$ cat src/rtl/trap_pkg.sv
// Shared trap types for RV32 machine mode only; instruction encodings assume no C extension
package trap_pkg;

    // --------------------
    // Exception codes
    // --------------------

    // Synchronous exception codes from the privileged spec, machine mode only
    typedef enum logic [4:0] {
        CAUSE_INSTR_MISALIGNED = 5'd0,
        CAUSE_ILLEGAL          = 5'd2,
        CAUSE_BREAKPOINT       = 5'd3,
        CAUSE_ECALL_M          = 5'd11
    } trap_cause_e;

    // The external interrupt shares code 11 with ECALL, so it lives outside the enum
    // It is only meaningful when the interrupt bit of mcause is set
    parameter trap_cause_e CAUSE_EXT_INT = CAUSE_ECALL_M;

    // --------------------
    // Trap event
    // --------------------

    // One event per issued instruction, produced by decode
    typedef struct packed {
        logic        exception;
        logic        sleep;
        trap_cause_e cause;
    } trap_event_t;

    // --------------------
    // Encodings
    // --------------------

    // Full SYSTEM words recognised by decode
    parameter logic [31:0] INSTR_ECALL  = 32'h0000_0073;
    parameter logic [31:0] INSTR_EBREAK = 32'h0010_0073;
    parameter logic [31:0] INSTR_WFI    = 32'h1050_0073;

    // Legal RV32I major opcodes, anything else decodes as illegal
    parameter logic [6:0] OPCODE_LUI      = 7'b0110111;
    parameter logic [6:0] OPCODE_AUIPC    = 7'b0010111;
    parameter logic [6:0] OPCODE_JAL      = 7'b1101111;
    parameter logic [6:0] OPCODE_JALR     = 7'b1100111;
    parameter logic [6:0] OPCODE_BRANCH   = 7'b1100011;
    parameter logic [6:0] OPCODE_LOAD     = 7'b0000011;
    parameter logic [6:0] OPCODE_STORE    = 7'b0100011;
    parameter logic [6:0] OPCODE_OP_IMM   = 7'b0010011;
    parameter logic [6:0] OPCODE_OP       = 7'b0110011;
    parameter logic [6:0] OPCODE_MISC_MEM = 7'b0001111;
    parameter logic [6:0] OPCODE_SYSTEM   = 7'b1110011;

endpackage : trap_pkg

$ cat src/rtl/trap_decode.sv
// Flags traps on a 4-byte aligned PC only (no C extension); one event per instr_valid_i strobe
`timescale 1ns/10ps

module trap_decode import trap_pkg::*; #(
    parameter int XLEN = 32
) (
    input  logic            clk_i,
    input  logic            rst_n_i,

    // Issued instruction
    input  logic            instr_valid_i,
    input  logic [31:0]     instr_i,
    input  logic [XLEN-1:0] instr_pc_i,

    // Registered trap event and its return PC
    output trap_event_t     event_o,
    output logic [XLEN-1:0] event_pc_o
);

    // --------------------
    // Classification
    // --------------------

    logic [6:0]  opcode;
    logic        legal_opcode;
    logic        is_system;
    logic        is_ecall;
    logic        is_ebreak;
    logic        is_wfi;
    logic        misaligned;
    logic        illegal;
    trap_event_t event_d;

    assign opcode = instr_i[6:0];

    // Only the eleven RV32I major opcodes are accepted
    always_comb begin
        case (opcode)
            OPCODE_LUI, OPCODE_AUIPC, OPCODE_JAL, OPCODE_JALR,
            OPCODE_BRANCH, OPCODE_LOAD, OPCODE_STORE, OPCODE_OP_IMM,
            OPCODE_OP, OPCODE_MISC_MEM, OPCODE_SYSTEM: legal_opcode = 1'b1;
            default:                                   legal_opcode = 1'b0;
        endcase
    end

    // SYSTEM words are matched in full, so CSR accesses fall into illegal here
    assign is_system = (opcode == OPCODE_SYSTEM);
    assign is_ecall  = (instr_i == INSTR_ECALL);
    assign is_ebreak = (instr_i == INSTR_EBREAK);
    assign is_wfi    = (instr_i == INSTR_WFI);

    assign misaligned = |instr_pc_i[1:0];
    assign illegal    = !legal_opcode || (is_system && !(is_ecall || is_ebreak || is_wfi));

    // Priority chain, the misaligned PC beats every other cause
    always_comb begin
        event_d = '0;

        if (misaligned) begin
            event_d.exception = 1'b1;
            event_d.cause     = CAUSE_INSTR_MISALIGNED;
        end else if (illegal) begin
            event_d.exception = 1'b1;
            event_d.cause     = CAUSE_ILLEGAL;
        end else if (is_ebreak) begin
            event_d.exception = 1'b1;
            event_d.cause     = CAUSE_BREAKPOINT;
        end else if (is_ecall) begin
            event_d.exception = 1'b1;
            event_d.cause     = CAUSE_ECALL_M;
        end else if (is_wfi) begin
            // WFI is carried as an exception with sleep set and a zero cause
            event_d.exception = 1'b1;
            event_d.sleep     = 1'b1;
            event_d.cause     = CAUSE_INSTR_MISALIGNED;
        end
    end

    // --------------------
    // Event register
    // --------------------

    // The event lives for exactly one cycle, so a trap never fires twice
    always_ff @(posedge clk_i) begin
        if (!rst_n_i) begin
            event_o <= '0;
        end else if (instr_valid_i) begin
            event_o <= event_d;
        end else begin
            event_o <= '0;
        end
    end

    // Return PC is held until the next issued instruction
    // WFI resumes at the following instruction once woken
    always_ff @(posedge clk_i) begin
        if (!rst_n_i) begin
            event_pc_o <= '0;
        end else if (instr_valid_i) begin
            event_pc_o <= is_wfi && !misaligned ? instr_pc_i + XLEN'(4) : instr_pc_i;
        end
    end

endmodule : trap_decode

$ cat src/rtl/trap_manager.sv
// Interrupt must drop before the end of the ACK cycle; no nesting and no masking of interrupts
`timescale 1ns/10ps

module trap_manager import trap_pkg::*; (
    input  logic        clk_i,
    input  logic        rst_n_i,

    // Trap sources
    input  logic        interrupt_i,
    input  trap_event_t event_i,

    // Pipeline control
    output logic        flush_o,
    output logic        stall_o,
    output logic        int_ack_o,
    output logic        trap_o
);

    // --------------------
    // State register
    // --------------------

    // CLEAR_CYCLE is never entered, it only falls back to IDLE
    typedef enum logic [1:0] {
        IDLE,
        ACK_CYCLE,
        CLEAR_CYCLE,
        WAIT_WAKE_UP
    } fsm_state_t;

    fsm_state_t state_q;
    fsm_state_t state_d;

    always_ff @(posedge clk_i) begin
        if (!rst_n_i) begin
            state_q <= IDLE;
        end else begin
            state_q <= state_d;
        end
    end

    // --------------------
    // Next state and outputs
    // --------------------

    always_comb begin
        // Every strobe is low unless a state raises it
        state_d   = state_q;
        flush_o   = 1'b0;
        stall_o   = 1'b0;
        int_ack_o = 1'b0;
        trap_o    = 1'b0;

        case (state_q)
            IDLE: begin
                // An interrupt wins over any event in the same cycle
                if (interrupt_i) begin
                    flush_o = 1'b1;
                    trap_o  = 1'b1;
                    state_d = ACK_CYCLE;
                end else if (event_i.exception) begin
                    if (event_i.sleep) begin
                        // WFI freezes the core but is not a taken trap
                        stall_o = 1'b1;
                        state_d = WAIT_WAKE_UP;
                    end else begin
                        // Synchronous trap, the handler is fetched right away
                        flush_o = 1'b1;
                        trap_o  = 1'b1;
                    end
                end
            end

            // Tell the controller the interrupt was taken, handler is already in flight
            ACK_CYCLE: begin
                int_ack_o = 1'b1;
                state_d   = IDLE;
            end

            // Core sleeps until the interrupt line rises
            WAIT_WAKE_UP: begin
                stall_o = 1'b1;
                if (interrupt_i) begin
                    flush_o = 1'b1;
                    trap_o  = 1'b1;
                    state_d = ACK_CYCLE;
                end
            end

            CLEAR_CYCLE: begin
                state_d = IDLE;
            end

            default: begin
                state_d = IDLE;
            end
        endcase
    end

endmodule : trap_manager

$ cat src/rtl/trap_result.sv
// Direct mtvec mode only; mcause assumes XLEN of at least 8 so the code field fits below the MSB
`timescale 1ns/10ps

module trap_result import trap_pkg::*; #(
    parameter int XLEN = 32
) (
    input  logic            clk_i,
    input  logic            rst_n_i,

    // From the manager and the interrupt controller
    input  logic            trap_i,
    input  logic            interrupt_i,

    // From decode
    input  trap_event_t     event_i,
    input  logic [XLEN-1:0] event_pc_i,

    // CSR write port for mtvec
    input  logic            mtvec_we_i,
    input  logic [XLEN-1:0] mtvec_i,

    // Redirect to the handler
    output logic            redirect_valid_o,
    output logic [XLEN-1:0] redirect_pc_o,

    // Trap CSRs
    output logic [XLEN-1:0] mepc_o,
    output logic [XLEN-1:0] mcause_o
);

    // --------------------
    // mtvec
    // --------------------

    logic [XLEN-1:0] mtvec_q;

    // Mode bits are tied to zero, which selects direct mode
    always_ff @(posedge clk_i) begin
        if (!rst_n_i) begin
            mtvec_q <= '0;
        end else if (mtvec_we_i) begin
            mtvec_q <= {mtvec_i[XLEN-1:2], 2'b00};
        end
    end

    // --------------------
    // Cause encoding
    // --------------------

    logic [XLEN-1:0] mcause_d;

    // A trap taken while the interrupt line is high is always the interrupt,
    // since the manager gives it priority in every state that can trap
    always_comb begin
        mcause_d           = '0;
        mcause_d[XLEN-1]   = interrupt_i;
        if (interrupt_i) begin
            mcause_d[4:0] = CAUSE_EXT_INT;
        end else begin
            mcause_d[4:0] = event_i.cause;
        end
    end

    // --------------------
    // Capture on a taken trap
    // --------------------

    always_ff @(posedge clk_i) begin
        if (!rst_n_i) begin
            mepc_o   <= '0;
            mcause_o <= '0;
        end else if (trap_i) begin
            mepc_o   <= event_pc_i;
            mcause_o <= mcause_d;
        end
    end

    // --------------------
    // Redirect
    // --------------------

    // Pulse follows trap_i by one cycle
    always_ff @(posedge clk_i) begin
        if (!rst_n_i) begin
            redirect_valid_o <= 1'b0;
        end else begin
            redirect_valid_o <= trap_i;
        end
    end

    // Vector is sampled with the trap, so a mtvec write in that cycle takes effect later
    always_ff @(posedge clk_i) begin
        if (!rst_n_i) begin
            redirect_pc_o <= '0;
        end else if (trap_i) begin
            redirect_pc_o <= mtvec_q;
        end
    end

endmodule : trap_result

$ cat src/rtl/trap_unit.sv
// No back-pressure: the environment must not issue instructions while stall_o is high
`timescale 1ns/10ps

module trap_unit import trap_pkg::*; #(
    parameter int XLEN = 32
) (
    input  logic            clk_i,
    input  logic            rst_n_i,

    // Issued instruction
    input  logic            instr_valid_i,
    input  logic [31:0]     instr_i,
    input  logic [XLEN-1:0] instr_pc_i,

    // Interrupt controller
    input  logic            interrupt_i,
    output logic            int_ack_o,

    // CSR write of mtvec
    input  logic            mtvec_we_i,
    input  logic [XLEN-1:0] mtvec_i,

    // Pipeline control
    output logic            flush_o,
    output logic            stall_o,
    output logic            trap_o,

    // Fetch redirect
    output logic            redirect_valid_o,
    output logic [XLEN-1:0] redirect_pc_o,

    // Trap CSRs
    output logic [XLEN-1:0] mepc_o,
    output logic [XLEN-1:0] mcause_o
);

    // --------------------
    // Internal wiring
    // --------------------

    // Decode output feeds both the manager and the result stage
    trap_event_t     trap_event;
    logic [XLEN-1:0] trap_event_pc;

    trap_decode #(
        .XLEN (XLEN)
    ) u_decode (
        .clk_i         (clk_i),
        .rst_n_i       (rst_n_i),
        .instr_valid_i (instr_valid_i),
        .instr_i       (instr_i),
        .instr_pc_i    (instr_pc_i),
        .event_o       (trap_event),
        .event_pc_o    (trap_event_pc)
    );

    // The manager sees no PC, only the event flags and the interrupt line
    trap_manager u_manager (
        .clk_i       (clk_i),
        .rst_n_i     (rst_n_i),
        .interrupt_i (interrupt_i),
        .event_i     (trap_event),
        .flush_o     (flush_o),
        .stall_o     (stall_o),
        .int_ack_o   (int_ack_o),
        .trap_o      (trap_o)
    );

    trap_result #(
        .XLEN (XLEN)
    ) u_result (
        .clk_i            (clk_i),
        .rst_n_i          (rst_n_i),
        .trap_i           (trap_o),
        .interrupt_i      (interrupt_i),
        .event_i          (trap_event),
        .event_pc_i       (trap_event_pc),
        .mtvec_we_i       (mtvec_we_i),
        .mtvec_i          (mtvec_i),
        .redirect_valid_o (redirect_valid_o),
        .redirect_pc_o    (redirect_pc_o),
        .mepc_o           (mepc_o),
        .mcause_o         (mcause_o)
    );

endmodule : trap_unit

$ cat config.mk
export PLATFORM = sky130hd
export DESIGN_NAME = trap_unit
export DESIGN_NICKNAME = d
export VERILOG_FILES = /design/src/rtl/trap_pkg.sv /design/src/rtl/trap_decode.sv /design/src/rtl/trap_manager.sv /design/src/rtl/trap_result.sv /design/src/rtl/trap_unit.sv
export SDC_FILE = /design/constraint.sdc
export NUM_CORES = 1
export LEC_CHECK = 0
export ABC_AREA = 1
export BUFFER_PORTS_ARGS = -buffer_cell sky130_fd_sc_hd__clkbuf_2
export CORE_MARGIN = 2
export CORE_UTILIZATION = 25
export DETAILED_ROUTE_END_ITERATION = 8
export GPL_TIMING_DRIVEN = 0
export MAX_ROUTING_LAYER = met4
export PLACE_DENSITY_LB_ADDON = 0.12
export SYNTH_ARGS = -nofsm -noshare
export SYNTH_HDL_FRONTEND = slang
export SYNTH_HIERARCHICAL = 1
export SYNTH_SLANG_ARGS = --single-unit
$ cat constraint.sdc
create_clock -name clk_i -period 3.7 [get_ports clk_i]
set_clock_uncertainty 0.15 [all_clocks]
set_input_delay 0.37 -clock clk_i [delete_from_list [all_inputs] [get_ports clk_i]]
set_output_delay 0.37 -clock clk_i [all_outputs]
set_load 0.02 [all_outputs]
==> run_results.csv, run 1 <==
group,metric,value,unit
sta,timing.final.max_slew_violations,0,
grt,wire_length_of_the_first_global_routing_pass,33500,µm
drt,vias_per_cell,4.22,
synth,synthDistinctLibCells,31,
clock_network,clkSlewWorstSetupHoldPaths,0.06,ns
setup_path,timing.rr.start,"u_manager/state_q[0]",
cells_and_area,flow.area_growth_from_synthesis,28.9,%
synth,post_synth_xor_area_fraction,1.65,%
cells_and_area,drive_gt1_share,21.5,%
setup_path,critPathMaxFanout,4,
synth,seq_area_frac_synth,40.0,%
synth,post-synth-top-count-cell,"sky130_fd_sc_hd__nor2_1",
hold_path,hold_path_class,"input pin to register",
clock_network,cts_max_path_buffers,2,
sta,tightestPinTransition,0.723,ns
clock_network,insertion_delay,0.41,ns
synth,synth_warnings,6,
setup_path,critical_path.n_buffers_inverters,3,
setup_path,crit_slowest_cell,"sky130_fd_sc_hd__dfxtp_1",
die,die-height,170,µm
setup_path,critical_path_required,3.18,ns
grt,grt_remaining_overflow,0,
synth,synth_area_leader_cell,"sky130_fd_sc_hd__dfxtp_1",
power_and_ir_drop,report.power.total,5.41,mW
grt,track_usage,15.2,%
synth,synth.top_cells.by_count,"302 x sky130_fd_sc_hd__nor2_1, 259 x sky130_fd_sc_hd__nand2_1, 138 x sky130_fd_sc_hd__dfxtp_1",
power_and_ir_drop,power.combinational.fraction,30.6,%
synth,synthesis.area_per_instance,6.45,µm²
die,ioPinCount,202,
grt,first_global_vias,6383,
setup_path,worst_setup_path_endpoint,"trap_o",
setup_path,rr_worst_depth,9,
setup_path,critical_path.top_delay_family,"buffers and inverters",
setup_path,crit_path_cell_trace,"inv_1, ha_1, nor3_1, buf_4, clkbuf_2",
clock_network,post_cts_resized,0,
synth,post-synth-top-area-fraction,40.0,%
cells_and_area,antenna_diodes,0,
setup_path,r2r_setup_slack,1.47,ns
power_and_ir_drop,power.switching_fraction,35.7,%
synth,synth_compound_gate_area_share,8.51,%
sta,finalWorstPathRequiredPeriod,2.34,ns
place,dpl.hpwl,16700,µm
hold_path,holdPathStages,3,
drt,drt.antenna.violating_nets,0,
run,max_cap_viol_count,0,
drt,routed_wire_length_per_instance,13.1,µm
die,core_box_area,0.0270,mm²
clock_network,clock_sink_count,138,
power_and_ir_drop,p_leak,4.62,nW
synth,asyncSetResetFlopFracSynth,0,%
synth,synth_edf_count,0,
clock_network,cts_root_buffer,"sky130_fd_sc_hd__clkbuf_16",
sta,max_slew_margin,51.6,%
status,status,"finished, final reports clean",
die,initial_utilization,25.5,%
synth,summed_instance_area_of_the_synthesized_netlist,0.00690,mm²
drt,drc,0,
cells_and_area,num-nets-final,1392,
power_and_ir_drop,power_density,609,mW/mm²
power_and_ir_drop,vdd.ir_drop.worst,0.287,mV
place,gp_congestion,0.860,
synth,synthSimpleGateAreaFrac,37.4,%
drt,num_vias,6917,
setup_path,worstSetupEndpointType,"output pin",
sta,setup-violations-final,0,
setup_path,critical-path-max-stage-delay,0.40,ns
setup_path,arrival,1.82,ns
clock_network,cts_hold_buffers,0,
grt,antenna_found_initial,0,
sta,setup_repair_after_global_routing_missed_its_margin,"no",
synth,synth_top_family_by_area,"simple AND/OR/NAND/NOR gates",
power_and_ir_drop,internal-power,3.48,mW
sta,finalHoldViolations,0,
drt,detail_route.first_pass.iterations,4,
clock_network,cts_inserted_buffers,17,
synth,ys_seq_elements,138,
die,die-width,170,µm
grt,grt_start_max_net_pins,17,
clock_network,clock_tree.htree_level_count,4,
drt,wl,21500,µm
drt,dr.first_iter.drc_count,270,
setup_path,path_depth,5,
sta,layout_worst_path_cycle_share,63.3,%
synth,synth_area_leaders,"sky130_fd_sc_hd__dfxtp_1 40%, sky130_fd_sc_hd__nor2_1 16%, sky130_fd_sc_hd__nand2_1 14%",
die,num_rows,60,
synth,synth_adder_area_share,0.907,%
synth,synth_mux_area_share,0,%
sta,max_freq,427,MHz
setup_path,critical_path.startpoint_type,"register",
sta,fin_setup_tns,0,ns
die,design.die.area,0.0289,mm²
synth,postSynth.topFlopCell,"sky130_fd_sc_hd__dfxtp_1",
clock_network,tritoncts,"built",
synth,post_synth_inst_count,1070,
power_and_ir_drop,power.share.sequential,36.3,%
place,placement.io_buffers,169,
power_and_ir_drop,clock_share_of_power,33.1,%
power_and_ir_drop,netSwitchingPower,1.93,mW
clock_network,postCtsSetupBuffers,0,
setup_path,critical_path.reg2reg.endpoint,"u_result/mcause_o[0]",
setup_path,crit_type,"register to output pin",
setup_path,cp_startpoint,"u_manager/state_q[0]",
-- worst min-delay path by stage --
stage	startpoint	end	slack [ns]
final	mtvec_i[25]	u_result/mtvec_q[25]	0.03
after global routing	mtvec_i[27]	u_result/mtvec_q[27]	0.02
after CTS	mtvec_i[25]	u_result/mtvec_q[25]	0.01
after detailed placement	u_decode/event_o[3]	u_result/mcause_o[3]	0.28
after global placement	u_decode/event_o[0]	u_result/mcause_o[0]	0.28
after floorplan	u_decode/event_o[0]	u_result/mcause_o[0]	0.27
-- tightest hold or removal path: cells and delay by family --
kind                   cells  cell delay, ns
and+or+nand+nor            2            0.11
buffers and inverters      1            0.07
-- sequential cells by signal, indices dropped and copies added (netlist names) --
register                   cells
u_manager/state_q              2
u_result/redirect_valid_o      1
u_result/mepc_o               32
u_result/redirect_pc_o        30
u_decode/event_o               5
u_result/mtvec_q              30
u_result/mcause_o              6
u_decode/event_pc_o           32
-- layout by cell type (no fill, tap or decap), types with 7 or more instances in the layout --
master,Yosys,routed
sky130_fd_sc_hd__o21ai_1,20,20
sky130_fd_sc_hd__clkbuf_1,10,14
sky130_fd_sc_hd__nor2_1,302,302
sky130_fd_sc_hd__dfxtp_1,138,138
sky130_fd_sc_hd__nand3_1,60,60
sky130_fd_sc_hd__inv_1,67,67
sky130_fd_sc_hd__inv_2,8,8
sky130_fd_sc_hd__clkbuf_16,0,17
sky130_fd_sc_hd__buf_4,37,37
sky130_fd_sc_hd__clkbuf_2,5,174
sky130_fd_sc_hd__nand2_1,259,259
sky130_fd_sc_hd__xor2_1,7,7
sky130_fd_sc_hd__conb_1,2,30
sky130_fd_sc_hd__o21ai_0,82,82
sky130_fd_sc_hd__buf_2,14,14
sky130_fd_sc_hd__a21oi_1,11,11
-- per-stage QoR --
stage / utilization [%] / instance area, µm² / hold slack (ns) / setup slack [ns] / std cells
floorplan: - / 7000 / 0.266 / 1.34 / 1098
global placement: 30.6 / 8280 / 0.280 / 1.45 / 1608
detailed placement: 30.6 / 8280 / 0.279 / 1.44 / 1608
CTS: 32.9 / 8900 / 0.0150 / 1.31 / 1640
global route: 32.9 / 8900 / 0.0246 / 1.26 / 1640
finish: 32.9 / 8900 / 0.0309 / 1.36 / 1640
-- power by group through the flow --
stage / logic (mW) / clock network, mW / registers, mW
after floorplan: 0.759 / 0 / 2.28
after global placement: 1.68 / 0 / 2.00
after detailed placement: 1.68 / 0 / 2.00
after CTS: 1.69 / 1.85 / 1.97
after global routing: 1.84 / 1.92 / 2.01
final: 1.66 / 1.79 / 1.97
-- metal layers --
metal  routed length, µm  vias up  global-route usage (%)  share of wire, %
li1                    -     3709                       -                 -
met1               10700     3058                    19.7                50
met2                9910      139                    25.1                46
met3                 740       11                    2.47               3.4
met4                 165        0                    3.34              0.77
met5                   0        -                       -                 0
-- cells by family after synthesis --
kind of cell             Yosys count
buffers and inverters            153
other                              2
flip-flops                       138
AND/OR/NAND/NOR                  643
AO/OA/AOI/OAI                    116
adder cells (fa/ha/maj)            5
XOR/XNOR                          13
-- area by class of cell --
cell class                 instances  area, µm²
sequential                       138       2760
clock inverter                    10        165
buffer                            75        489
inverter                          78        295
timing repair buffer             169        846
fill                            3046      18100
tap                              341        427
multi-input combinational        807       3460
clock buffer                      22        454
Power figures use the tool's default switching activity.
==> inputs of run 2 (changes only) <==
Clock period 3.7 ns to 1.9 ns, I/O delays scaled along.
==> run 2 against run 1 <==
Largest cell class unchanged; die area did not move; largest power group unchanged; clock power grew 98%; flip-flop and latch count unchanged.
==> run_results.csv, run 2 (synthesized netlist as in run 1, its figures left out) <==
group,metric,value,unit
status,status,"finished, final reports clean",
setup_path,critical_path.top_delay_family,"flip-flops",
setup_path,crit_slowest_cell,"sky130_fd_sc_hd__dfxtp_4",
drt,routed_wire_length_per_instance,13.1,µm
setup_path,critical-path-max-stage-delay,0.39,ns
clock_network,cts_root_buffer,"sky130_fd_sc_hd__clkbuf_16",
place,pre_cts_ws,-0.174,ns
cells_and_area,fillerInstances,3015,
power_and_ir_drop,vdd.ir_drop.worst,0.516,mV
cells_and_area,antenna_diodes,0,
drt,wl,22000,µm
setup_path,worstSetupEndpointType,"output pin",
place,gp_congestion,0.857,
sta,setup_repair_after_global_routing_missed_its_margin,"yes",
cells_and_area,drive_gt1_share,22.5,%
die,die-height,170,µm
sta,max_slew_margin,49.7,%
clock_network,clock_sink_count,138,
cells_and_area,seq_area,0.00277,mm²
cells_and_area,top_regs,"u_decode/event_pc_o x32, u_result/mepc_o x32",
die,design.die.area,0.0289,mm²
sta,timing.final.max_slew_violations,0,
die,die-width,170,µm
sta,setup_ws,0.0729,ns
grt,first_global_vias,6562,
power_and_ir_drop,p_leak,4.81,nW
sta,hold_ws,0.0142,ns
grt,wire_length_of_the_first_global_routing_pass,34200,µm
cells_and_area,multiInputGateArea,0.00354,mm²
sta,fin_setup_tns,0,ns
drt,vias_per_cell,4.20,
grt,grt_remaining_overflow,0,
setup_path,critical_path.n_buffers_inverters,3,
clock_network,cts_max_path_buffers,2,
clock_network,clock_tree.htree_level_count,4,
grt,antenna_found_initial,0,
place,dpl.hpwl,16800,µm
setup_path,arrival,1.49,ns
clock_network,insertion_delay,0.41,ns
sta,tightestPinTransition,0.752,ns
power_and_ir_drop,power_density,1160,mW/mm²
die,ioPinCount,202,
grt,grt_start_max_net_pins,17,
grt,track_usage,15.6,%
sta,finalHoldViolations,0,
drt,detail_route.first_pass.iterations,5,
setup_path,critical_path.startpoint_type,"register",
drt,dr.first_iter.drc_count,435,
sta,max_freq,547,MHz
die,core_box_area,0.0270,mm²
place,detailed_place.area,0.00831,mm²
cells_and_area,most_common_library_cell_in_the_layout_ignoring_fill_and_taps,"sky130_fd_sc_hd__nor2_1",
sta,setup-violations-final,0,
clock_network,cts_inserted_buffers,17,
clock_network,tritoncts,"built",
drt,num_vias,7035,
place,placed_cells,1608,
die,initial_utilization,25.5,%
cells_and_area,finalInstanceArea,0.00940,mm²
cells_and_area,finish.cell_count_without_fillers,1676,
setup_path,crit_type,"register to output pin",
setup_path,crit_path_cell_trace,"inv_4, ha_4, a21oi_2, nor3_4, buf_6, buf_8",
run,max_cap_viol_count,0,
hold_path,hold_path_class,"input pin to register",
drt,drc,0,
sta,finalWorstPathRequiredPeriod,1.83,ns
place,placement.io_buffers,169,
cells_and_area,most_frequent_cells_in_the_layout,"294 x sky130_fd_sc_hd__nor2_1, 258 x sky130_fd_sc_hd__nand2_1, 170 x sky130_fd_sc_hd__clkbuf_2, 136 x sky130_fd_sc_hd__dfxtp_1, 78 x sky130_fd_sc_hd__o21ai_0",
setup_path,r2r_setup_slack,0.07,ns
drt,drt.antenna.violating_nets,0,
cells_and_area,num-nets-final,1428,
sta,layout_worst_path_cycle_share,96.2,%
die,num_rows,60,
cells_and_area,flow.area_growth_from_synthesis,36.3,%
clock_network,clkSlewWorstSetupHoldPaths,0.06,ns
setup_path,critical_path_required,1.56,ns
setup_path,critPathMaxFanout,4,
-- run 2: metal layers --
metal	wire length [µm]	vias up	global-route usage, %
met5	0	-	-
met4	105	0	3.23
met3	748	7	2.65
met2	10400	133	25.3
met1	10800	3115	20.4
li1	-	3780	-
-- run 2: what timing repair did --
item,4_1_cts,5_1_grt
endpoints found under the setup margin,67,53
hold buffers,35,0
setup buffers,0,1
hold endpoints to repair,35,0
gates resized for setup,14,24
pin swaps,0,2
-- run 2: where the power goes --
part / total (mW) / switching, mW / internal [mW] / leakage, nW
logic: 3.49 / 2.26 / 1.24 / 3.36
registers: 3.85 / 0.341 / 3.51 / 1.14
clock network: 3.55 / 1.33 / 2.22 / 0.304
total: 10.9 / 3.93 / 6.97 / 4.81
-- run 2: worst reg2reg max path: stages, from the launching register on --
cell                      delay (ns)
sky130_fd_sc_hd__dfxtp_4        0.39
sky130_fd_sc_hd__inv_4          0.05
sky130_fd_sc_hd__ha_4           0.16
sky130_fd_sc_hd__a21oi_2        0.15
sky130_fd_sc_hd__nor3_4         0.07
sky130_fd_sc_hd__buf_6          0.13
sky130_fd_sc_hd__buf_8          0.14
sky130_fd_sc_hd__inv_4          0.14
sky130_fd_sc_hd__buf_4          0.21
sky130_fd_sc_hd__nor2_1         0.06
sky130_fd_sc_hd__nor2_1         0.11
-- run 2: stage by stage --
step | utilization, % | power, mW
after floorplan | - | 5.98
after global placement | 30.8 | 7.23
after detailed placement | 30.8 | 7.23
after CTS | 34.6 | 11.0
after global routing | 34.8 | 11.6
final | 34.8 | 10.9
-- run 2: cell type report --
class                      count  area share [%]
timing repair buffer         205            12.9
multi-input combinational    807            37.6
clock inverter                13            2.05
sequential                   138            29.5
buffer                        75            5.60
tap                          341            4.54
clock buffer                  19            4.60
inverter                      78            3.22
-- run 2: worst paths after layout --
kind	startpoint	to	cells after the start
max	u_manager/state_q[0]	trap_o	6
min	instr_pc_i[13]	u_decode/event_pc_o[13]	5
min reg2reg	u_decode/event_o[0]	u_result/mcause_o[0]	2
max reg2reg	u_manager/state_q[0]	u_result/redirect_pc_o[30]	10
==> inputs of run 3 (changes only) <==
Settings changed: RECOVER_POWER from default to 50.
==> run 3 against run 2 <==
Combinational power about the same; final cell count unchanged; sequential share of layout area about the same; non-clock buffer count unchanged; die area unchanged; setup slack about the same; sequential power about the same; utilization about the same; count of clock-buffer cells in the layout unchanged.
==> run_results.csv, run 3 (synthesized netlist as in run 1, its figures left out) <==
group,metric,value,unit
setup_path,rr_worst_depth,10,
clock_network,clkSlewWorstSetupHoldPaths,0.06,ns
die,initial_utilization,25.5,%
die,ioPinCount,202,
drt,detail_route.first_pass.iterations,5,
die,die-height,170,µm
drt,drt.antenna.violating_nets,0,
setup_path,crit_path_cell_trace,"inv_4, ha_4, a21oi_2, nor3_4, buf_6, buf_8",
cells_and_area,flow.area_growth_from_synthesis,36.2,%
place,dpl.hpwl,16800,µm
grt,first_global_vias,6562,
cells_and_area,finalInstanceArea,0.00940,mm²
sta,tightestPinTransition,0.752,ns
power_and_ir_drop,power_density,1160,mW/mm²
grt,antenna_found_initial,0,
setup_path,critical-path-max-stage-delay,0.39,ns
cells_and_area,final_util,34.8,%
clock_network,cts_max_path_buffers,2,
sta,timing.final.max_slew_violations,0,
grt,grt_remaining_overflow,0,
hold_path,holdPathStages,5,
grt,track_usage,15.6,%
run,max_cap_viol_count,0,
drt,vias_per_cell,4.20,
drt,num_vias,7034,
grt,wire_length_of_the_first_global_routing_pass,34200,µm
setup_path,critical_path_required,1.56,ns
cells_and_area,drive_gt1_share,22.3,%
place,pre_cts_ws,-0.174,ns
die,design.die.area,0.0289,mm²
hold_path,hold_path_class,"input pin to register",
clock_network,tritoncts,"built",
cells_and_area,antenna_diodes,0,
setup_path,critPathMaxFanout,4,
die,die-width,170,µm
setup_path,worstSetupEndpointType,"output pin",
sta,finalHoldViolations,0,
grt,grt_start_max_net_pins,17,
cells_and_area,most_frequent_cells_in_the_layout,"294 x sky130_fd_sc_hd__nor2_1, 258 x sky130_fd_sc_hd__nand2_1, 170 x sky130_fd_sc_hd__clkbuf_2, 136 x sky130_fd_sc_hd__dfxtp_1, 78 x sky130_fd_sc_hd__o21ai_0",
cells_and_area,fillerInstances,3015,
die,num_rows,60,
sta,setup_ws,0.0729,ns
drt,drc,0,
sta,fin_setup_tns,0,ns
setup_path,arrival,1.49,ns
cells_and_area,top_regs,"u_decode/event_pc_o x32, u_result/mepc_o x32",
sta,max_slew_margin,49.7,%
setup_path,crit_slowest_cell,"sky130_fd_sc_hd__dfxtp_4",
setup_path,crit_type,"register to output pin",
drt,routed_wire_length_per_instance,13.1,µm
power_and_ir_drop,p_leak,4.80,nW
clock_network,cts_inserted_buffers,17,
sta,setup-violations-final,0,
place,placement.io_buffers,169,
clock_network,clock_sink_count,138,
cells_and_area,num-nets-final,1428,
drt,dr.first_iter.drc_count,432,
sta,setup_repair_after_global_routing_missed_its_margin,"yes",
setup_path,critical_path.startpoint_type,"register",
cells_and_area,most_common_library_cell_in_the_layout_ignoring_fill_and_taps,"sky130_fd_sc_hd__nor2_1",
status,status,"finished, final reports clean",
power_and_ir_drop,vdd.ir_drop.worst,0.516,mV
place,gp_congestion,0.857,
sta,finalWorstPathRequiredPeriod,1.83,ns
sta,layout_worst_path_cycle_share,96.2,%
drt,wl,22000,µm
place,detailed_place.area,0.00831,mm²
clock_network,clock_tree.htree_level_count,4,
sta,max_freq,547,MHz
clock_network,insertion_delay,0.41,ns
clock_network,cts_root_buffer,"sky130_fd_sc_hd__clkbuf_16",
die,core_box_area,0.0270,mm²
## run 3: final cells by class
type / instances / area (µm²) / area share, %
Buffer: 75 / 523 / 5.57
Clock buffer: 19 / 433 / 4.61
Clock inverter: 13 / 193 / 2.05
Inverter: 78 / 303 / 3.22
Multi-Input combinational cell: 807 / 3540 / 37.6
Sequential cell: 138 / 2770 / 29.5
Tap cell: 341 / 427 / 4.54
Timing Repair Buffer: 205 / 1210 / 12.9
## run 3: per-stage QoR
step,hold WS (ns),total power [mW],instances
floorplan,0.153,5.98,1098
global placement,0.266,7.23,1608
detailed placement,0.270,7.23,1608
CTS,0.00286,11.0,1675
global route,0.0330,11.6,1676
finish,0.0142,10.9,1676
## run 3: what timing repair did
item                                    4_1_cts  5_1_grt
pin swaps                                     0        2
endpoints found under the setup margin       67       53
hold endpoints to repair                     35        0
resized for setup                            14       24
hold buffers                                 35        0
buffers inserted                              0        1
## run 3: critical path, delay by kind of cell, from the launching register on
family	cells	cell delay, ns
flip-flops	1	0.39
buffers and inverters	3	0.30
adder cells (fa/ha/maj)	1	0.16
AO/OA/AOI/OAI	1	0.15
AND/OR/NAND/NOR	1	0.07
## run 3: where the power goes
part | switching, mW | internal [mW]
combinational | 2.26 | 1.24
clock | 1.33 | 2.22
sequential | 0.341 | 3.51
total | 3.93 | 6.97
## run 3: final timing paths
path	startpoint	end	slack, ns
worst min-delay path	instr_pc_i[13]	u_decode/event_pc_o[13]	0.01
worst min register to register	u_decode/event_o[0]	u_result/mcause_o[0]	0.29
worst max register to register	u_manager/state_q[0]	u_result/redirect_pc_o[30]	0.07
worst max-delay path	u_manager/state_q[0]	trap_o	0.07
## run 3: per-layer routing
metal  track usage, %  up-vias  share of wire, %
met5                -        -                 0
met1             20.4     3116                49
met4             3.23        0              0.48
met3             2.65        7               3.3
met2             25.3      131                47
li1                 -     3780                 -
